**src/i2c_byte_rx.sv**
```systemverilog
`timescale 1ns/100ps

module i2c_byte_rx (
    input  logic       CLK,
    input  logic       RESET,
    input  logic       sda_in,
    input  logic       scl_high_mid,
    input  logic       sample_clr,
    output logic [7:0] rx_byte,
    output logic       rx_ack_bit
);

    logic [1:0] sda_sync;   // pad is asynchronous to CLK
    logic [8:0] samples;
    logic [3:0] cnt;
    logic       take;

    always_ff @(posedge CLK) begin
        sda_sync <= {sda_sync[0], sda_in};
    end

    // stop after nine samples so later start/stop slots leave the byte alone
    assign take = scl_high_mid && (cnt != 4'd9) && !sample_clr;

    always_ff @(posedge CLK) begin
        if (RESET) begin
            cnt <= '0;
        end else if (sample_clr) begin
            cnt <= '0;
        end else if (take) begin
            cnt <= cnt + 1'b1;
        end
    end

    always_ff @(posedge CLK) begin
        if (take) begin
            samples <= {samples[7:0], sda_sync[1]};
        end
    end

    assign rx_byte    = samples[8:1];   // data, msb first on the wire
    assign rx_ack_bit = samples[0];     // ninth clock, 0 = acked

endmodule

```
**config.mk**
```make
export PLATFORM = sky130hd
export DESIGN_NAME = i2c_byte_rx
export DESIGN_NICKNAME = d
export VERILOG_FILES = /design/src/i2c_byte_rx.sv
export SDC_FILE = /design/constraint.sdc
export NUM_CORES = 1
export LEC_CHECK = 0
export BUFFER_PORTS_ARGS = -buffer_cell sky130_fd_sc_hd__buf_4
export CORE_AREA = 10 10 47 49
export CTS_BUF_LIST = sky130_fd_sc_hd__clkbuf_2
export CTS_CLUSTER_DIAMETER = 30
export DETAILED_ROUTE_END_ITERATION = 10
export DIE_AREA = 0 0 57 59
export GPL_ROUTABILITY_DRIVEN = 0
export PLACE_DENSITY = 0.71
export SLEW_MARGIN = 10
export SYNTH_ARGS = -nofsm -noshare
export SYNTH_HDL_FRONTEND = slang
export SYNTH_SLANG_ARGS = --single-unit
```
**constraint.sdc**
```tcl
create_clock -name CLK -period 3.54 [get_ports CLK]
set_clock_uncertainty 0.1 [all_clocks]
set_input_delay 0.708 -clock CLK [delete_from_list [all_inputs] [get_ports CLK]]
set_output_delay 0.708 -clock CLK [all_outputs]
set_load 0.05 [all_outputs]
```
Word-level counts from Yosys, hierarchy flattened
Cells that the tools add are included.
- register bits after elaboration: 15
- bits in latches: 0
- bits in writable memories: 0
- ROM bits: 0
- bits of input ports: 5
- logic and storage cells: 9
- memories: 0
- add/sub/neg operators: 1
- multiply operators: 0
- divide/modulo/power cells: 0
- magnitude comparators: 0
- equality and inequality tests: 1
- shift operators: 0
- mux-type cells: 0
- bitwise gates (word level): 0
- reductions and logical operators: 4
- operators with widths (kind ; count):
    adder 4 x 1 -> 4 bit (second input constant) ; 1
    != test 4 bit (second input constant) ; 1
    logical AND 1 bit ; 2
    OR reduction 2 bit ; 1
    logical NOT 1 bit ; 1

Depth between registers and ports, before layout
- depth after elaboration: 3
- depth in mapped cells: 5
- depth with buffers taken out: 5

Worst setup path before layout
No wires, ideal clock.
- path kind: input-to-reg
- from: input port scl_high_mid
- to: register samples[0], enable pin
- library setup time: 0.374 ns
- arrival: 1.307 ns
- data required time: 3.066 ns
- slack: 1.758 ns
- stages on the path: 2
- buffers on the path: 0
- cell sequence: o21ai_0 -> nor2_1
- cells in the longest elaborated chain, start to end: 2
- RTL lines (item ; RTL line ; text):
    from (decl) ; 7 ; input logic scl_high_mid,
    logical AND 1 bit (2 in series) ; 23 ; assign take = scl_high_mid && (cnt != 4'd9) && !sample_clr;
    via take ; 16 ; logic take;
    to (signal assigned) ; 37 ; samples <= {samples[7:0], sda_sync[1]};
    to (decl) ; 14 ; logic [8:0] samples;
The timed path passes the listed nets, and every way through them passes these cells.
A chain may end at the register's enable or synchronous reset.

Final worst setup path
- from: register cnt[1]
- to: register samples[2], enable pin
- cells in the longest elaborated chain, start to end: 3
- RTL lines (item ; RTL line ; text):
    from (decl) ; 15 ; logic [3:0] cnt;
    from (signal assigned) ; 31 ; cnt <= cnt + 1'b1;
    != test 4 bit ; 23 ;
    logical AND 1 bit (2 in series) ; 23 ;
    via take ; 16 ;
The timed path passes the listed nets, and every way through them passes these cells.

==> flow_metrics.env <==
export IMPL_critPathKind="flip-flop to flip-flop"
export IMPL_final_cell_mix="buf_4 (13), edfxtp_1 (9), dfxtp_1 (6)"
export IMPL_drt_wl_total_um=837
export IMPL_period_minus_slack_ps=1970
export IMPL_ant_nets=0
export IMPL_finalHoldViolations=0
export IMPL_grt_usage_pct=5.26
export IMPL_final_common_cell="buf_4"
export IMPL_worstPathMaxFanout=9
export IMPL_ys_seq_area_share_pct=74.5
export IMPL_drt_iter0_markers=7
export IMPL_insertion_delay_ps=260
export IMPL_clk_pin_slew_worst_paths_ps=130
export IMPL_drv_slew=0
export IMPL_nFillCells=144
export IMPL_antenna_cells=0
export IMPL_reg2reg_from="cnt[1]"
export IMPL_detail_route_first_pass_iterations=2
export IMPL_viasPerCell=4.90
export IMPL_remaining_drc_errors=0
export IMPL_grt_pass1_wl_mm=1.39
export IMPL_required_ps=3340
export IMPL_die_width_um=57
export IMPL_port_buffers=13
export IMPL_p_leak_nw=0.264
export IMPL_nets=59
export IMPL_hold_class="flip-flop to flip-flop"
export IMPL_htreeDepth=1
export IMPL_postCtsSetupBuffers=0
export IMPL_netlist_instances=34
export IMPL_antenna_found_initial=0
export IMPL_start_util_pct=37.4
export IMPL_hpwlAfterDp_um=648
export IMPL_yosys_warnings=0
export IMPL_core_mm2=0.00140
export IMPL_core_rowCount=14
export IMPL_post_synth_num_cell_types=16
export IMPL_peakVddDrop_mv=0.260
export IMPL_cts_buffer_depth=2
export IMPL_die_h_um=59
export IMPL_use_met1_pct=5.80
export IMPL_num_vias=328
export IMPL_powerDensity_mw_per_mm2=494
export IMPL_slew_headroom_pct=51.6
export IMPL_cts_tree="done"
export IMPL_tightest_slew_ps=724
export IMPL_fin_setup_tns_ps=0
export IMPL_grt_busiest_layer="met2"
export IMPL_cp_data_arrival_time_ps=1770
export IMPL_numPlacedInstances=63
export IMPL_totalPowerFinal_w=0.000327
export IMPL_grt_use_met2_pct=7.60
export IMPL_status="finished clean"
export IMPL_wl_per_cell_um=12.5
export IMPL_regArea_um2=390
export IMPL_area_growth_pct=26.3
export IMPL_hold_buffers=0
export IMPL_io_pins=14
export IMPL_grt_pass1_vias=314
export IMPL_start_kind="flip-flop"
export IMPL_die_area_mm2=0.00336
export IMPL_hp_start="sda_sync[0]"
export IMPL_multi_input_area_um2=130
export IMPL_drv_cap=0
export IMPL_gr_total_overflow=0
export IMPL_drive_above_1_share_pct=35.3
export IMPL_cts_made_buffers=3
export IMPL_grt_start_max_net_pins=10
export IMPL_synth_net_count=41
export IMPL_ctsResizeCount=0
export IMPL_rsz0062_at_grt="no"
export IMPL_post_route_period_util_pct=55.7
export IMPL_setup_viol=0
export IMPL_end_kind="flip-flop"
export IMPL_cts_sinks=15
export IMPL_synth_area_um2=524
export IMPL_clock_root_buffer="clkbuf_2"
export IMPL_syn_area_per_cell_um2=15.4
export IMPL_fin_cells=67
export IMPL_timing_fmax_mhz=507
export IMPL_startpoint="cnt[1]"
export IMPL_ys_ff_latch=15
export IMPL_use_met3_pct=3.22
flip-flops by register name, indices dropped and copies added, names as in the netlist:
register  flops
sda_sync      2
samples       9
cnt           4
logic make-up after synthesis:
logic type	count (synthesis)	share of synthesized area, %
XOR/XNOR	1	1.67
multiplexers	1	1.91
buffers and inverters	1	0.715
flip-flops	15	74.5
AO/OA/AOI/OAI	4	7.16
AND/OR/NAND/NOR	10	9.31
adder cells (fa/ha/maj)	2	4.77
cells in the mapped netlist:
cell | instances | area (µm²)
edfxtp_1 | 9 | 270
dfxtp_1 | 6 | 120
nand2_1 | 4 | 15.0
ha_1 | 2 | 25.0
nor2_1 | 2 | 7.51
a2111oi_2 | 1 | 15.0
a21boi_0 | 1 | 7.51
inv_1 | 1 | 3.75
mux2i_1 | 1 | 10.0
nand4_1 | 1 | 6.26
nor3_1 | 1 | 5.00
o211a_1 | 1 | 10.0
o21ai_0 | 1 | 5.00
or3_1 | 1 | 6.26
or3b_1 | 1 | 8.76
xor2_1 | 1 | 8.76
final cells by class:
class / instances / area share [%]
Inverter: 1 / 0.567
Clock buffer: 4 / 3.02
Multi-Input combinational cell: 18 / 19.7
Timing Repair Buffer: 13 / 14.7
Sequential cell: 15 / 59.0
Tap cell: 16 / 3.02
path summary, 6_finish.rpt:
check	end	slack (ps)	cells after the start
min reg2reg	sda_sync[1]	240	0
min	sda_sync[1]	240	0
max reg2reg	samples[2]	1570	5
max	samples[2]	1570	5
per-layer routing:
| layer | wire (µm) | vias up | share of wire [%] |
|---|---|---|---|
| li1 | - | 161 | - |
| met4 | 0 | 0 | 0 |
| met2 | 363 | 11 | 43 |
| met1 | 382 | 156 | 46 |
| met3 | 91 | 0 | 11 |
| met5 | 0 | - | 0 |
where the power goes:
group	total, W	switching (W)	leakage [nW]	internal, W
registers	0.000201	0.00000485	0.134	0.000196
logic	0.0000494	0.0000347	0.113	0.0000147
clock network	0.0000768	0.0000468	0.0166	0.0000300
total	0.000327	0.0000863	0.264	0.000241
worst max-delay path: stages, from the launching register on:
cell,delay (ps)
dfxtp_1,380
inv_1,70
ha_1,180
nand2_1,90
o21ai_0,170
nor2_1,610
per-stage QoR:
| step | cell area, µm² | hold WS (ps) | worst slack [ps] | util [%] |
|---|---|---|---|---|
| CTS | 662 | 245 | 1570 | 47.2 |
| global placement | 642 | 212 | 1530 | 45.8 |
| finish | 662 | 242 | 1570 | 47.2 |
| global route | 662 | 247 | 1420 | 47.2 |
| floorplan | 524 | 210 | 1760 | - |
| detailed placement | 642 | 215 | 1460 | 45.8 |
Note: power is estimated with default switching activity, not from simulation.
