==> src/i2c_scl_gen.sv <==
`timescale 1ns/100ps

module i2c_scl_gen #(
    parameter int scl_half_div = 4   // needs 3 or more for back to back ops
) (
    input  logic CLK,
    input  logic RESET,
    input  logic run,
    output logic scl,
    output logic scl_low_mid,
    output logic scl_rise,
    output logic scl_high_mid
);

    localparam int period      = 2 * scl_half_div;
    localparam int cnt_w       = $clog2(period);
    // scl is low for cnt 1..half, high for the rest of the period
    localparam int low_mid_pt  = scl_half_div / 2 + 1;
    localparam int rise_pt     = scl_half_div + 1;
    localparam int high_mid_pt = scl_half_div + 1 + scl_half_div / 2;

    logic [cnt_w-1:0] cnt;

    always_ff @(posedge CLK) begin
        if (RESET || !run) begin
            cnt <= '0;
            scl <= 1'b1;   // bus idles with scl high
        end else begin
            cnt <= (cnt == cnt_w'(period - 1)) ? '0 : cnt + 1'b1;
            scl <= (cnt >= cnt_w'(scl_half_div));
        end
    end

    assign scl_low_mid  = run && (cnt == cnt_w'(low_mid_pt));
    assign scl_rise     = run && (cnt == cnt_w'(rise_pt));
    assign scl_high_mid = run && (cnt == cnt_w'(high_mid_pt));

    // phase points must be distinct for every divider setting in use
    a_strobes_apart: assert property (@(posedge CLK) disable iff (RESET)
        $onehot0({scl_low_mid, scl_rise, scl_high_mid}));

endmodule

==> config.mk <==
export PLATFORM = sky130hd
export DESIGN_NAME = i2c_scl_gen
export DESIGN_NICKNAME = d
export VERILOG_FILES = /design/src/i2c_scl_gen.sv
export SDC_FILE = /design/constraint.sdc
export NUM_CORES = 1
export LEC_CHECK = 0
export ABC_AREA = 1
export CORE_AREA = 2 2 39 41
export DETAILED_ROUTE_END_ITERATION = 12
export DIE_AREA = 0 0 41 43
export DONT_BUFFER_PORTS = 1
export RECOVER_POWER = 50
export SLEW_MARGIN = 20
export SYNTH_ARGS = -nofsm -noshare
export SYNTH_HDL_FRONTEND = slang
export SYNTH_SLANG_ARGS = --single-unit
==> constraint.sdc <==
create_clock -name CLK -period 1.6 [get_ports CLK]
set_clock_uncertainty 0.2 [all_clocks]
set_input_delay 0 -clock CLK [delete_from_list [all_inputs] [get_ports CLK]]
set_output_delay 0 -clock CLK [all_outputs]
set_load 0.02 [all_outputs]
# Word-level counts from Yosys, hierarchy flattened
# Cells that the tools add are included.
[classes]
add_sub_neg = 1
mul = 0
div_mod_pow = 0
n_lt_le_gt_ge = 1
n_eq_ne = 3
n_shift = 0
n_mux = 0
bitwise_logic = 0
n_reduce_logical = 6
[op_table]
columns = ["op", "n"]
rows = [
  ["3-bit equality test (second input constant)", 2],
  ["3-bit by 1-bit adder with 3-bit output (second input constant)", 1],
  ["3-bit by 2-bit equality test with 1-bit output (second input constant)", 1],
  ["3-bit greater-or-equal comparator (second input constant)", 1],
  ["1-bit logical AND", 3],
  ["2-bit OR reduction", 1],
  ["1-bit logical NOT", 1],
  ["1-bit logical OR", 1],
]
[totals]
regBits = 4
latch_bits = 0
ram_bits = 0
rom_bits = 0
input_bits = 3
out_inout_bits = 4
word_cells = 13
n_memories = 0

# Longest topological paths before layout
[depth]
ltp_word = 3
mapped_depth = 5

# Least setup slack after synthesis
# No wires, ideal clock.
[synth_path]
path_type = "reg-to-reg"
startpoint = "register cnt[0]"
endpoint = "register cnt[0]"
setup_time_ns = 0.064
arrival_time_ns = 0.902
required_time_ns = 1.336
setup_slack_ns = 0.434
stages_incl_launch_ff = 6
period_less_slack_ns = 1.166
cell_sequence = "dfxtp_1 > ha_1 > ha_1 > inv_1 > nand3_2 > nor2_1"
[synth_between]
elab_chain_len = 2
word_cells_on_any_way = 3
classes_between = "1 x add/sub; 1 x eq/ne; 1 x reduce/logical"
[synth_lines]
columns = ["element", "line", "rtl"]
rows = [
  ["start, declared", "22", "logic [cnt_w-1:0] cnt;"],
  ["start signal, assigned", "29", "cnt <= (cnt == cnt_w'(period - 1)) ? '0 : cnt + 1'b1;"],
  ["parallel branches: the longest is 2 deep, another holds 3-bit by 1-bit adder with 3-bit output", "-", ""],
]
# Parallel ways; which one is timed is not known.
# A chain may end at the register's enable or synchronous reset.

# Worst setup path in the final report
[layout_path]
startpoint = "register cnt[0]"
endpoint = "output scl_high_mid"
[layout_between]
elab_chain_len = 2
[layout_lines]
columns = ["element", "line", "rtl"]
rows = [
  ["3-bit equality test", "36", "assign scl_high_mid = run && (cnt == cnt_w'(high_mid_pt));"],
  ["1-bit logical AND", "36", ""],
  ["end, declared", "12", "output logic scl_high_mid"],
]
# No other way between the ends.

==> impl_metrics.prom <==
# TYPE chip_impl_metric gauge
chip_impl_metric{name="numPortBuffers",unit=""} 0
chip_impl_info{name="yosys.area.top_type",value="sky130_fd_sc_hd__dfxtp_1"} 1
chip_impl_metric{name="grt_antenna_before_repair",unit=""} 0
chip_impl_metric{name="detail_route.wl_per_cell",unit="um"} 7.532
chip_impl_metric{name="final_period_minus_worst_setup_slack",unit="ns"} 1.380
chip_impl_metric{name="htreeDepth",unit=""} 1
chip_impl_metric{name="synth.lib_cells_used.distinct",unit=""} 8
chip_impl_metric{name="worst_ep_arrival_time",unit="ns"} 1.18
chip_impl_metric{name="maxCapViolCount",unit=""} 0
chip_impl_metric{name="cts-buffers-inserted",unit=""} 3
chip_impl_metric{name="layout.core_utilization",unit="%"} 20.25
chip_impl_metric{name="grt.met1_usage",unit="%"} 4.153
chip_impl_metric{name="placed_cells",unit=""} 41
chip_impl_metric{name="grt_pass1_wl",unit="um"} 524
chip_impl_metric{name="seq_area_frac_synth",unit="%"} 37.43
chip_impl_metric{name="clock_path_buffers",unit=""} 2
chip_impl_metric{name="dr_total_vias",unit=""} 161
chip_impl_metric{name="route.antenna.remaining_nets",unit=""} 0
chip_impl_metric{name="use_met3",unit="%"} 9.424
chip_impl_metric{name="setup-violations-final",unit=""} 0
chip_impl_metric{name="clock-sinks",unit=""} 4
chip_impl_metric{name="grt_max_degree",unit=""} 5
chip_impl_metric{name="ys_ff_latch",unit=""} 4
chip_impl_metric{name="crit_share_post_route",unit="%"} 86.24
chip_impl_info{name="worstSetupEndpointType",value="output port"} 1
chip_impl_metric{name="crit_required",unit="ns"} 1.40
chip_impl_metric{name="start_util",unit="%"} 15.46
chip_impl_metric{name="total_power",unit="W"} 0.0002495
chip_impl_metric{name="worst-path-max-fanout",unit=""} 4
chip_impl_info{name="status",value="complete, no violations"} 1
chip_impl_metric{name="synth.cell_area",unit="um2"} 214.0
chip_impl_metric{name="final-max-slew-violation-count",unit=""} 0
chip_impl_info{name="type_of_the_tightest_min_delay_check",value="in2out"} 1
chip_impl_metric{name="cts_setup_buffers",unit=""} 0
chip_impl_metric{name="vertical_die_dimension",unit="um"} 43
chip_impl_metric{name="static-leakage-power",unit="nW"} 0.1474
chip_impl_metric{name="power_per_unit_of_standard_cell_area",unit="nW/um2"} 890.3
chip_impl_info{name="clockRootBuffer",value="sky130_fd_sc_hd__clkbuf_4"} 1
chip_impl_metric{name="area_delta_synth_final",unit="%"} 30.99
chip_impl_metric{name="report.final.hold_viol_count",unit=""} 0
chip_impl_metric{name="top_level_ports",unit=""} 7
chip_impl_metric{name="post-dp-hpwl",unit="um"} 242.4
chip_impl_metric{name="finalNonFillerCells",unit=""} 47
chip_impl_metric{name="synthesis.nets",unit=""} 33
chip_impl_metric{name="drc_viols",unit=""} 0
chip_impl_metric{name="finish.net_count",unit=""} 41
chip_impl_metric{name="filler_instances",unit=""} 158
chip_impl_metric{name="design.core.area",unit="um2"} 1384
chip_impl_info{name="yosys-top-cells-area",value="sky130_fd_sc_hd__dfxtp_1 (37%), sky130_fd_sc_hd__ha_1 (29%), sky130_fd_sc_hd__inv_1 (14%)"} 1
chip_impl_metric{name="post_cts_resized",unit=""} 0
chip_impl_metric{name="die_width",unit="um"} 41
chip_impl_metric{name="max_freq",unit="MHz"} 724.8
chip_impl_metric{name="synth_top_area_share",unit="%"} 37.43
chip_impl_info{name="timing.critical_path.from_type",value="flip-flop"} 1
chip_impl_info{name="top_usage_layer",value="met3"} 1
chip_impl_metric{name="placement_rows",unit=""} 14
chip_impl_metric{name="max_slew.worst_pin.slew",unit="ns"} 0.2239
chip_impl_metric{name="clk_pin_slew_worst_paths",unit="ns"} 0.04
chip_impl_metric{name="grt_overflow",unit=""} 0
chip_impl_metric{name="drtPass1Iterations",unit=""} 4
chip_impl_metric{name="worst_ir_drop_vdd",unit="mV"} 0.3714
chip_impl_info{name="cts_tree",value="yes"} 1
chip_impl_metric{name="n_antenna_cell",unit=""} 0
chip_impl_metric{name="postRouteWirelength",unit="um"} 354
chip_impl_metric{name="clkLatencyLatePin",unit="ns"} 0.24
chip_impl_metric{name="drive_gt1_share",unit="%"} 9.677
chip_impl_metric{name="yosys_warnings",unit=""} 0
chip_impl_info{name="rsz0062_at_grt",value="no"} 1
chip_impl_metric{name="headroom_to_the_max_slew_limit",unit="%"} 85.13
chip_impl_metric{name="gr-usage-all-layers",unit="%"} 5.210
chip_impl_metric{name="synth.avg_cell_area",unit="um2"} 8.558
chip_impl_metric{name="globalplace.congestion",unit=""} 0.4997
chip_impl_info{name="path_class",value="reg2out"} 1
chip_impl_metric{name="netlist_instances",unit=""} 25
chip_impl_metric{name="drt_first_iter_violations",unit=""} 2
chip_impl_metric{name="grt_pass1_vias",unit=""} 147
chip_impl_metric{name="totalNegativeSetupSlack",unit="ns"} 0
chip_impl_metric{name="die_footprint",unit="um2"} 1763
chip_impl_metric{name="use_met2",unit="%"} 6.563
chip_impl_metric{name="final.hold.worst_slack",unit="ns"} 0.03763
chip_impl_metric{name="drt-vias-per-instance",unit=""} 3.426
==> what timing repair did <==
action                                 in CTS  in global routing
setup endpoints to repair                   0                  0
endpoints found under the hold margin       6                  0
hold buffers                                3                  0
==> worst max-delay path, cell delays in order (launching register included) <==
cell and delay, ns:
sky130_fd_sc_hd__dfxtp_1 0.37, sky130_fd_sc_hd__ha_1 0.20, sky130_fd_sc_hd__ha_1 0.17, sky130_fd_sc_hd__nand2_1 0.05, sky130_fd_sc_hd__inv_1 0.15
==> final timing paths <==
path	startpoint	end	slack, ns	cells past startpoint
worst max-delay path	cnt[0]$_SDFF_PP0_	scl_high_mid	0.22	4
worst min-delay path	run	scl_rise	0.04	1
worst max register to register	cnt[2]$_SDFF_PP0_	scl$_SDFF_PP1_	0.29	3
worst min register to register	cnt[0]$_SDFF_PP0_	cnt[0]$_SDFF_PP0_	0.27	1
==> cells in the final DEF (no fill, tap or decap), drive strengths merged <==
| master | count |
|---|---|
| inv | 8 |
| ha | 5 |
| dfxtp | 4 |
| nor2 | 3 |
| clkbuf | 3 |
| dlygate4sd3 | 3 |
| nand2 | 2 |
| nand3 | 2 |
| and3 | 1 |
==> through the flow <==
stage	area, um2	setup slack [ns]
2_1_floorplan	214.0	0.4339
3_3_place_gp	234.0	0.3663
3_5_place_dp	234.0	0.3410
4_1_cts	286.5	0.1997
5_1_grt	280.3	0.07926
6_report	280.3	0.2202
==> cell usage after synthesis <==
cell and instances:
sky130_fd_sc_hd__ha_1 5, sky130_fd_sc_hd__dfxtp_1 4, sky130_fd_sc_hd__nand2_1 2, sky130_fd_sc_hd__inv_1 8
sky130_fd_sc_hd__nand3_2 1, sky130_fd_sc_hd__nand3_1 1, sky130_fd_sc_hd__nor2_1 3, sky130_fd_sc_hd__and3_2 1
==> routing by layer <==
layer,up-vias,routed length [um]
li1,83,-
met4,0,0
met2,8,161
met3,0,67
met5,-,0
met1,70,125
==> power breakdown <==
part | switching [W] | internal (W)
Combinational | 0.00000732 | 0.00000842
Sequential | 0.00000413 | 0.000104
Clock | 0.0000416 | 0.0000839
Total | 0.0000530 | 0.000196
==> cell type report <==
| class | instances | area (um2) | area share [%] |
|---|---|---|---|
| sequential | 4 | 80.08 | 28.57 |
| tap | 16 | 20.02 | 7.143 |
| clock buffer | 3 | 22.52 | 8.036 |
| inverter | 8 | 30.03 | 10.71 |
| timing repair buffer | 3 | 30.03 | 10.71 |
| multi-input combinational | 13 | 97.59 | 34.82 |
==> logic make-up after synthesis <==
family | count (synthesis) | share of synthesized area, %
adder cells (fa/ha/maj) | 5 | 29.24
AND/OR/NAND/NOR | 8 | 19.30
buffers and inverters | 8 | 14.04
flip-flops | 4 | 37.43
==> state kept, by name, indices dropped and copies added (netlist names) <==
register / flops
scl: 1
cnt: 3
Note: power is estimated with default switching activity, not from simulation.
