**config.mk**
```make
export PLATFORM = sky130hd
export DESIGN_NAME = i2c_bit_tx
export DESIGN_NICKNAME = d
export VERILOG_FILES = /design/src/eeprom_ctrl_pkg.sv /design/src/i2c_bit_tx.sv
export SDC_FILE = /design/constraint.sdc
export NUM_CORES = 1
export LEC_CHECK = 0
export ABC_AREA = 1
export BUFFER_PORTS_ARGS = -buffer_cell sky130_fd_sc_hd__buf_2
export CORE_ASPECT_RATIO = 0.7
export CORE_MARGIN = 10
export CORE_UTILIZATION = 45
export DETAILED_ROUTE_END_ITERATION = 8
export PLACE_DENSITY = 0.66
export RECOVER_POWER = 50
export SYNTH_ARGS = -nofsm -noshare
export SYNTH_HDL_FRONTEND = slang
export SYNTH_SLANG_ARGS = --single-unit
export TNS_END_PERCENT = 20
```
**constraint.sdc**
```tcl
create_clock -name CLK -period 2.48 [get_ports CLK]
set_clock_uncertainty 0.2 [all_clocks]
set_input_delay 0.124 -clock CLK [delete_from_list [all_inputs] [get_ports CLK]]
set_output_delay 0.124 -clock CLK [all_outputs]
set_load 0.02 [all_outputs]
```
**src/eeprom_ctrl_pkg.sv**
```systemverilog
package eeprom_ctrl_pkg;

    typedef logic [10:0] eeprom_addr_t;   // 2 Kbyte array

    // host request as captured on the wr/rd strobe
    typedef struct packed {
        eeprom_addr_t addr;
        logic [7:0]   wdata;
        logic         is_read;
    } eeprom_req_t;

    // bit engine operations
    // op_byte_in is reserved, the read path uses op_nomack
    typedef enum logic [2:0] {
        op_start,
        op_stop,
        op_byte_out,
        op_byte_in,
        op_mack,
        op_nomack
    } bit_op_e;

    typedef struct packed {
        bit_op_e    op;
        logic [7:0] tx_byte;  // only used by op_byte_out
    } bit_cmd_t;

    typedef enum logic [3:0] {
        st_idle,
        st_start,
        st_ctrl_wr,
        st_addr,
        st_data_wr,
        st_restart,
        st_ctrl_rd,
        st_data_rd,
        st_stop,
        st_done
    } xfer_state_e;

endpackage

```
**src/i2c_bit_tx.sv**
```systemverilog
`timescale 1ns/100ps

module i2c_bit_tx (
    input  logic                      CLK,
    input  logic                      RESET,
    input  eeprom_ctrl_pkg::bit_cmd_t cmd,
    input  logic                      cmd_go,
    input  logic                      scl_low_mid,
    input  logic                      scl_high_mid,
    input  logic                      scl_rise,
    output logic                      bit_done,
    output logic                      sda_drive_low
);

    import eeprom_ctrl_pkg::*;

    // one scl period is walked low_mid -> rise -> high_mid
    typedef enum logic [1:0] {
        ph_idle,
        ph_low,
        ph_rise,
        ph_high
    } phase_e;

    phase_e     phase;
    bit_op_e    op;
    logic [7:0] shreg;
    logic [3:0] bit_cnt;
    logic       last_bit;
    logic       ack_low;

    // start and stop are a single period, byte ops run 9
    assign last_bit = (op == op_start) || (op == op_stop) || (bit_cnt == 4'd8);
    assign ack_low  = (op == op_byte_in) || (op == op_mack);   // we acknowledge

    always_ff @(posedge CLK) begin
        if (RESET) begin
            phase         <= ph_idle;
            bit_cnt       <= '0;
            bit_done      <= 1'b0;
            sda_drive_low <= 1'b0;
        end else begin
            bit_done <= 1'b0;
            case (phase)
                ph_idle: begin
                    if (cmd_go) begin
                        bit_cnt <= '0;
                        phase   <= ph_low;
                    end
                end
                ph_low: begin
                    if (scl_low_mid) begin
                        phase <= ph_rise;
                        case (op)
                            op_start: sda_drive_low <= 1'b0;
                            op_stop:  sda_drive_low <= 1'b1;
                            default: begin
                                if (bit_cnt == 4'd8) begin
                                    sda_drive_low <= ack_low;
                                end else begin
                                    sda_drive_low <= (op == op_byte_out) && !shreg[7];
                                end
                            end
                        endcase
                    end
                end
                ph_rise: begin
                    if (scl_rise) begin
                        phase <= ph_high;
                    end
                end
                ph_high: begin
                    if (scl_high_mid) begin
                        if (op == op_start) begin
                            sda_drive_low <= 1'b1;   // sda falls with scl high
                        end else if (op == op_stop) begin
                            sda_drive_low <= 1'b0;   // sda rises with scl high
                        end
                        if (last_bit) begin
                            phase    <= ph_idle;
                            bit_done <= 1'b1;
                        end else begin
                            bit_cnt <= bit_cnt + 1'b1;
                            phase   <= ph_low;
                        end
                    end
                end
                default: phase <= ph_idle;
            endcase
        end
    end

    // command and shift data
    always_ff @(posedge CLK) begin
        if (phase == ph_idle && cmd_go) begin
            op    <= cmd.op;
            shreg <= cmd.tx_byte;
        end else if (phase == ph_low && scl_low_mid && bit_cnt != 4'd8) begin
            shreg <= {shreg[6:0], 1'b0};   // msb first
        end
    end

    // the controller waits for bit_done before the next op
    a_go_when_idle: assert property (@(posedge CLK) disable iff (RESET)
        cmd_go |-> phase == ph_idle);

endmodule

```
==> Word-level counts from Yosys, hierarchy flattened <==
Cells that the tools add are included.
{ "classes": {"n_reduce_logical": 17, "n_eq_ne": 15, "addsub": 1, "bitwise": 2, "muxes": 20} }
{ "ops": {"columns": ["cell", "n"], "rows": [
  ["$mux 8", 2],
  ["$mux 4", 3],
  ["$reduce_and 4->1", 3],
  ["$ne 2x2->1 const B", 5],
  ["$mux 2", 4],
  ["$pmux 2 s4", 1],
  ["$pmux 4 s2", 1],
  ["$mux 1", 7],
  ["$eq 3x2->1 const B", 2],
  ["$reduce_bool 2->1", 3],
  ["$add 4x1->4 const B", 1],
  ["$eq 2x2->1 const B", 2],
  ["$eq 4x4->1 const B", 1],
  ["$logic_and 1x1->1", 4],
  ["$ne 4x4->1 const B", 1],
  ["$pmux 1 s2", 2],
  ["$eq 3x1->1 const B", 1],
  ["$eq 3x3->1 const B", 1],
  ["$logic_not 3->1", 1],
  ["$logic_or 1x1->1", 3],
  ["$ne 3x3->1 const B", 1],
  ["$reduce_or 3->1", 1],
  ["$eq 2x1->1 const B", 1],
  ["$logic_not 2->1", 1],
  ["other kinds (2)", 3]
]} }
{ "totals": {"inputBits": 17, "word_cells": 61, "output_inout_bits": 2, "reg_bits": 19} }

==> Longest topological paths before layout <==
Gate-level depths: netlist of run 1.
{ "depth": {"word_depth": 6, "ltp_mapped": 9, "mapped_depth_nobuf": 9} }

==> Worst setup path before layout of run 1 <==
OpenSTA, ideal clock, no wires.
{ "synth_timing": {"path_type": "register to register", "startpoint": "register bit_cnt[0]", "endpoint": "register shreg[0], enable pin", "stages_incl_launch_ff": 6, "required_ns": 1.896, "setup_slack_ns": 0.527, "setup_ns": 0.384, "path_buffers": 0, "arrival_ns": 1.369, "period_less_slack_ns": 1.953, "path_cell_list": "dfxtp_1 > inv_1 > ha_1 > nand2_1 > nor2_1 > o21ai_0"} }
{ "synth_between": {"elab_chain_len": 3} }
{ "synth_lines": {"columns": ["element", "line", "text"], "rows": [
  ["start, declared", "i2c_bit_tx.sv:28", "logic [3:0] bit_cnt;"],
  ["start signal, assigned", "i2c_bit_tx.sv:83", "bit_cnt <= bit_cnt + 1'b1;"],
  ["$ne 4x4->1", "i2c_bit_tx.sv:98", "end else if (phase == ph_low && scl_low_mid && bit_cnt != 4'd8) begin"],
  ["$logic_and 1x1->1", "i2c_bit_tx.sv:98", null],
  ["$reduce_bool 2->1 (no line)", null, null],
  ["end signal, assigned", "i2c_bit_tx.sv:97", "shreg <= cmd.tx_byte;"],
  ["end signal, assigned", "i2c_bit_tx.sv:99", "shreg <= {shreg[6:0], 1'b0};"],
  ["end, declared", "i2c_bit_tx.sv:27", "logic [7:0] shreg;"]
]} }
Every way passes these cells.
A chain may end at the register's enable or synchronous reset.

==> Final worst setup path of run 1 <==
{ "layout_timing": {"startpoint": "register phase[0]", "endpoint": "register shreg[2], data pin"} }
{ "layout_between": {"elab_chain_len": 3} }
{ "layout_lines": {"columns": ["element", "line", "text"], "rows": [
  ["start, declared", "i2c_bit_tx.sv:25", "phase_e phase;"],
  ["start signal, assigned", "i2c_bit_tx.sv:38", "phase <= ph_idle;"],
  ["start signal, assigned", "i2c_bit_tx.sv:48", "phase <= ph_low;"],
  ["start signal, assigned", "i2c_bit_tx.sv:53", "phase <= ph_rise;"],
  ["$logic_not 2->1", "i2c_bit_tx.sv:95", "if (phase == ph_idle && cmd_go) begin"],
  ["$logic_and 1x1->1", "i2c_bit_tx.sv:95", null],
  ["$mux 8", "i2c_bit_tx.sv:95", null]
]} }
Every way passes these cells.

==> results of run 1 <==
cell type report:
class,instances,area [sq um]
Fill cell,215,860.8
Multi-Input combinational cell,95,500.5
Sequential cell,19,490.5
Timing Repair Buffer,33,231.5
Inverter,20,75.07
Tap cell,32,40.04
Clock buffer,4,26.28
Yosys cell counts, drive strengths merged:
| cell | instances |
|---|---|
| a21oi | 7 |
| o21ai | 5 |
| a31oi | 1 |
| nand4 | 1 |
| edfxtp | 11 |
| nor2 | 15 |
| nand2 | 47 |
| dfxtp | 8 |
| nor3 | 2 |
| ha | 7 |
| xnor2 | 1 |
| buf | 1 |
| inv | 19 |
| clkinv | 1 |
| nand3 | 9 |
power groups by stage:
| stage | clock network (uW) | logic [uW] | registers (uW) |
|---|---|---|---|
| 6_report | 161 | 472 | 522 |
| 5_1_grt | 175 | 541 | 532 |
| 4_1_cts | 169 | 488 | 521 |
| 3_5_place_dp | 0 | 470 | 527 |
| 3_3_place_gp | 0 | 450 | 525 |
| 2_1_floorplan | 0 | 355 | 526 |
per-stage QoR:
step                      std cells  total power, uW
after floorplan                 135            880.3
after global placement          185            975.4
after detailed placement        185            997.6
after CTS                       203             1177
after global routing            203             1248
final                           203             1154
state kept, by name, indices dropped and copies added, names as in the netlist:
register,flops
sda_drive_low,1
phase,2
op,3
shreg,8
bit_cnt,4
bit_done,1
cell families after synthesis:
| kind of cell | share of synthesized area |
|---|---|
| XOR/XNOR | 0.008094 |
| flip-flops | 0.4532 |
| buffers and inverters | 0.07977 |
| adder cells (fa/ha/maj) | 0.08092 |
| AO/OA/AOI/OAI | 0.06474 |
| AND/OR/NAND/NOR | 0.3133 |
per-layer routing:
| layer | part of all wire | track usage |
|---|---|---|
| met4 | 0.0038 | 0.01527 |
| met3 | 0.061 | 0.04360 |
| met2 | 0.44 | 0.1694 |
| met1 | 0.50 | 0.1256 |
| met5 | 0 | 0 |
cell usage in the layout, fill, tap and decap left out, types with 4 or more instances in the layout:
master,synthesis,final
nand2_1,40,42
buf_2,0,16
inv_1,13,14
dlygate4sd3_1,0,14
nor2_1,12,12
edfxtp_1,11,11
dfxtp_1,8,8
nand3_1,7,7
ha_1,7,7
a21oi_1,6,6
inv_2,6,5
nand2_2,6,4
clkbuf_1,0,4
critical path: cells and delay by family, from the launching register on:
| kind | cells | cell delay [ps] |
|---|---|---|
| buf+inv | 2 | 450 |
| simple gates | 3 | 440 |
| flops | 1 | 420 |
| fa+ha+maj | 1 | 250 |
worst paths after layout:
check	start	end	slack, ps	cells past startpoint
setup / recovery	phase[0]	shreg[2]	470	6
hold / removal	scl_rise	phase[1]	120	5
setup reg to reg	phase[0]	shreg[2]	470	6
hold reg to reg	shreg[0]	shreg[1]	310	2
==> reports/metrics.yaml, run 1 <==
pwr:
  p_leak_uw: 0.0006163
  intPower_uw: 705.4
  swShare: 0.3888
  p_sw_uw: 448.7
  power_frac_clock: 0.139
  power.density_mw_per_mm2: 846.3
  p_seq_frac: 0.452
  ir_drop_v: 0.0003715
  pwr-share-comb: 0.409
clocking:
  clk_latency_ps: 300
  cts_tree: "built"
  numCtsBuffers: 3
  cts_hold_buf: 14
  cts.sinks: 19
  postCtsSetupBuffers: 0
  clkSlewWorstSetupHoldPaths_ps: 120
  htree_levels: 1
  clockBufferDepth: 2
  cts_resized: 0
  root_buffer: "clkbuf_4"
outcome:
  outcome: "finished, final reports clean"
global_route:
  grt_pass1_vias: 864
  grt_max_degree: 11
  grt_pass1_wl_um: 3933
  grt_usage: 0.1024
  antenna_found_initial: 0
  overflow: 0
place:
  dp_hpwl_um: 1771
  place_congestion: 0.7770
  place_worst_setup_slack_ps: 620.2
  place_area_sq_mm: 0.001209
  portBuffers: 18
setup_path:
  crit_top_cell: "nand2_1"
  cp-end-kind: "register"
  path_class: "reg2reg"
  worstPathArrival_ps: 1870
  critPathRequiredTime_ps: 2340
  worstPathCellList: "inv_1, ha_1, nand2_1, clkinv_1, nand2_1, nand2_1"
  worst-path-max-fanout: 10
  start_kind: "register"
  cp_slowest_cell: "dfxtp_1"
  critPathMaxStageDelay_ps: 420
timing:
  max_freq_ghz: 0.4963
  hold_violations: 0
  grt_setup_unrepaired: "no"
  hold_slack_ps: 115.7
  relSlewSlack: 0.7132
  finalCritPeriodShare: 0.8124
  layout_min_cycle_time_ps: 2015
  slew_violations: 0
  setup_viol: 0
  tns_ps: 0
  worstMarginPinSlew_ps: 430.2
  worst_slack_ps: 465.2
yosys:
  synthCells: 135
  syn-mean-instance-area_sq_um: 8.017
  ys_seq_elements: 19
  mappedNetlistArea_sq_mm: 0.001082
  syn-num-nets: 159
  synth_top_area_frac: 0.3052
  ys_top_cells_by_area: "edfxtp_1 (31%), dfxtp_1 (15%), nand2_1 (14%)"
  seq_area_frac_synth: 0.4532
  synth_area_leader_cell: "edfxtp_1"
  yosys_warnings: 0
  synth_cell_type_count: 23
routing:
  postRouteAntennaNets: 0
  drt-initial-drc-count: 67
  vias: 936
  drc: 0
  wirelength_um: 2362
  avgViaCountPerCell: 4.611
  drtPass1Iterations: 4
  routedWlPerCell_um: 11.64
finish:
  fin_area_sq_mm: 0.001364
  utilization: 0.6130
  drive_gt1_frac: 0.2047
  syn_to_final_growth_pct: 26.01
  final_nets: 196
  n_antenna_cell: 0
run:
  maxCapViolations: 0
die:
  chipWidth_um: 78.62
  core_area_sq_mm: 0.002225
  num_rows: 14
  die-height_um: 61.03
  dieArea_sq_mm: 0.004798
  initial_utilization: 0.4865
  ioPinCount: 19
worst_hold_path:
  hold_path.class: "in2reg"
Note: power is estimated with default switching activity, not from simulation.
==> inputs of run 2 (changes only) <==
--- a/config.mk
+++ b/config.mk
@@ -5,13 +5,13 @@
 export SDC_FILE = /design/constraint.sdc
 export NUM_CORES = 1
 export LEC_CHECK = 0
-export ABC_AREA = 1
+export ABC_AREA = 0
 export BUFFER_PORTS_ARGS = -buffer_cell sky130_fd_sc_hd__buf_2
 export CORE_ASPECT_RATIO = 0.7
 export CORE_MARGIN = 10
 export CORE_UTILIZATION = 45
 export DETAILED_ROUTE_END_ITERATION = 8
-export PLACE_DENSITY = 0.66
+export PLACE_DENSITY = 0.69
 export RECOVER_POWER = 50
 export SYNTH_ARGS = -nofsm -noshare
 export SYNTH_HDL_FRONTEND = slang
==> constraint.sdc (replaced) <==
create_clock -name CLK -period 1.8 [get_ports CLK]
set_clock_uncertainty 0.2 [all_clocks]
set_input_delay 0.09 -clock CLK [delete_from_list [all_inputs] [get_ports CLK]]
set_output_delay 0.09 -clock CLK [all_outputs]
set_load 0.02 [all_outputs]
==> run 2 against run 1 <==
Net effect: the run now ends with negative setup slack left; die area down 1.1%; combinational power grew 93%; sequential power up 40%.
==> reports/metrics.yaml, run 2 <==
worst_hold_path:
  whs_endpoint: "phase[0]"
  hold_path.class: "in2reg"
  hp-start: "scl_rise"
  worstHoldPathCells: 5
place:
  place_congestion: 0.8623
  dpl.cell_count: 158
  place_worst_setup_slack_ps: -49.63
  dp_hpwl_um: 1910
  portBuffers: 18
  place_area_sq_mm: 0.001304
pwr:
  power.density_mw_per_mm2: 1169
  p_leak_uw: 0.0006360
  ir_drop_v: 0.0007308
finish:
  final_cell_mix: "buf_2 (16), buf_4 (16), dlygate4sd3_1 (14)"
  final_nets: 173
  n_antenna_cell: 0
  finalNonFillerCells: 180
  fin_area_sq_mm: 0.001589
  largest_reg_flops: 8
  syn_to_final_growth_pct: 49.24
  utilization: 0.7200
  fill_cells: 170
  drive_gt1_frac: 0.4324
  reg_top3: "shreg x8, bit_cnt x4, op x3"
  largest_register: "shreg"
yosys:
  synthCells: 96
  synth_cell_type_count: 37
  synth_ff_type: "edfxtp_1"
  seq_area_frac_synth: 0.4606
  yosysMostFrequentCell: "edfxtp_1"
  ys_top_cells_by_area: "edfxtp_1 (31%), dfxtp_1 (15%), mux2_2 (8.5%)"
  synth_area_leader_cell: "edfxtp_1"
  synthTopCellsByCount: "edfxtp_1 (11), dfxtp_1 (8), inv_1 (8), mux2_2 (8), ha_1 (7)"
  synth_edf_count: 11
  syn-num-nets: 120
  synth_top_area_frac: 0.3102
  async_flop_share: 0
  mappedNetlistArea_sq_mm: 0.001065
  ys_seq_elements: 19
  syn-mean-instance-area_sq_um: 11.09
  yosys_warnings: 0
routing:
  drt-initial-drc-count: 60
  postRouteAntennaNets: 0
  wirelength_um: 2809
  vias: 886
  drc: 0
  avgViaCountPerCell: 4.922
  routedWlPerCell_um: 15.61
  drtPass1Iterations: 4
setup_path:
  worstPathArrival_ps: 1850
  worstRegToRegCells: 6
  worst-path-max-fanout: 4
  path_class: "reg2reg"
  critPathLaunch: "phase[0]"
  critPathRequiredTime_ps: 1810
  start_kind: "register"
  r2r-start: "phase[0]"
  cp-end-kind: "register"
  regToRegEndpoint: "phase[0]"
  rrSetupSlack_ps: -30
clocking:
  cts.sinks: 19
  htree_levels: 1
  clk_latency_ps: 300
  root_buffer: "clkbuf_4"
  cts_tree: "built"
  clockBufferDepth: 2
  clkSlewWorstSetupHoldPaths_ps: 100
  numCtsBuffers: 3
die:
  initial_utilization: 0.4824
  ioPinCount: 19
  num_rows: 14
  die-height_um: 60.70
  core_area_sq_mm: 0.002207
  chipWidth_um: 78.14
  dieArea_sq_mm: 0.004743
timing:
  setup_viol: 1
  worstMarginPinSlew_ps: 402.7
  slew_violations: 0
  hold_violations: 0
  grt_setup_unrepaired: "yes"
  layout_min_cycle_time_ps: 1832
  relSlewSlack: 0.7287
  worst_slack_ps: -31.73
  finalCritPeriodShare: 1.018
  max_freq_ghz: 0.5459
outcome:
  outcome: "finished with violations"
  violations: "negative setup slack"
global_route:
  grt_pass1_vias: 900
  overflow: 0
  antenna_found_initial: 0
  grt_pass1_wl_um: 4257
  grt_usage: 0.1138
  grt_max_degree: 12
run:
  maxCapViolations: 0
-- run 2: changes by cell type in the layout (fill, tap and decap cells not counted), sizes merged, moves of 4 or more --
cell / before / now
buf: 16 / 34
inv: 19 / 8
mux2: 0 / 8
nand2: 47 / 4
nand3: 9 / 1
nor2: 15 / 4
nor2b: 0 / 4
-- run 2: stage by stage --
stage | hold WS [ps] | setup TNS, ps | power [uW]
CTS | 61.31 | 0 | 1723
global route | 110.9 | -150.5 | 1984
floorplan | -11.13 | 0 | 1174
global placement | 69.84 | 0 | 1429
detailed placement | 75.24 | -171.7 | 1471
finish | 93.37 | -31.73 | 1857
-- run 2: cells by family after synthesis --
family,Yosys count,share of synthesized area
simple gates,31,0.1774
flops,19,0.4606
compound gates,18,0.1304
mux,11,0.1128
buf+inv,10,0.03642
fa+ha+maj,7,0.08225
-- run 2: per-layer routing --
metal,global-route usage,routed length (um),vias to the layer above
met5,0,0,-
met2,0.1986,1389,13
met4,0.03053,27,0
li1,-,-,461
met1,0.1321,1302,406
met3,0.03982,89,6
-- run 2: how the worst max path moves through the flow --
stage	endpoint	slack, ps	cells past startpoint
floorplan	phase[0]	30	6
detailed placement	phase[0]	-50	6
CTS	phase[0]	10	6
finish	phase[0]	-30	6
global route	phase[0]	-120	6
global placement	shreg[1]	20	4
-- run 2: timing repair --
| item | 4_1_cts | 5_1_grt |
|---|---|---|
| gates resized for setup | 4 | 22 |
| gates cloned | 0 | 0 |
| endpoints found under the setup margin | 10 | 24 |
| pin swaps | 2 | 6 |
| endpoints found under the hold margin | 17 | 0 |
| setup buffers | 0 | 4 |
| hold buffers | 14 | 0 |
-- run 2: final cells by class --
type | count | area [sq um] | area share
Clock buffer | 3 | 22.52 | 0.01417
Clock inverter | 1 | 5.005 | 0.003150
Inverter | 8 | 32.53 | 0.02047
Multi-Input combinational cell | 67 | 609.3 | 0.3835
Sequential cell | 19 | 500.5 | 0.3150
Tap cell | 32 | 40.04 | 0.02520
Timing Repair Buffer | 50 | 379.1 | 0.2386
-- run 2: worst max-delay path, stage by stage (launching register included) --
cell       delay (ps)
dfxtp_4           400
inv_4              50
buf_6             120
ha_4              160
a2111oi_4         440
o21ai_1           140
a211oi_1          230
-- run 2: report_power, final --
part | internal [uW] | switching (uW)
Clock | 82.9 | 132
Sequential | 657 | 76.3
Combinational | 489 | 421
Total | 1230 | 629
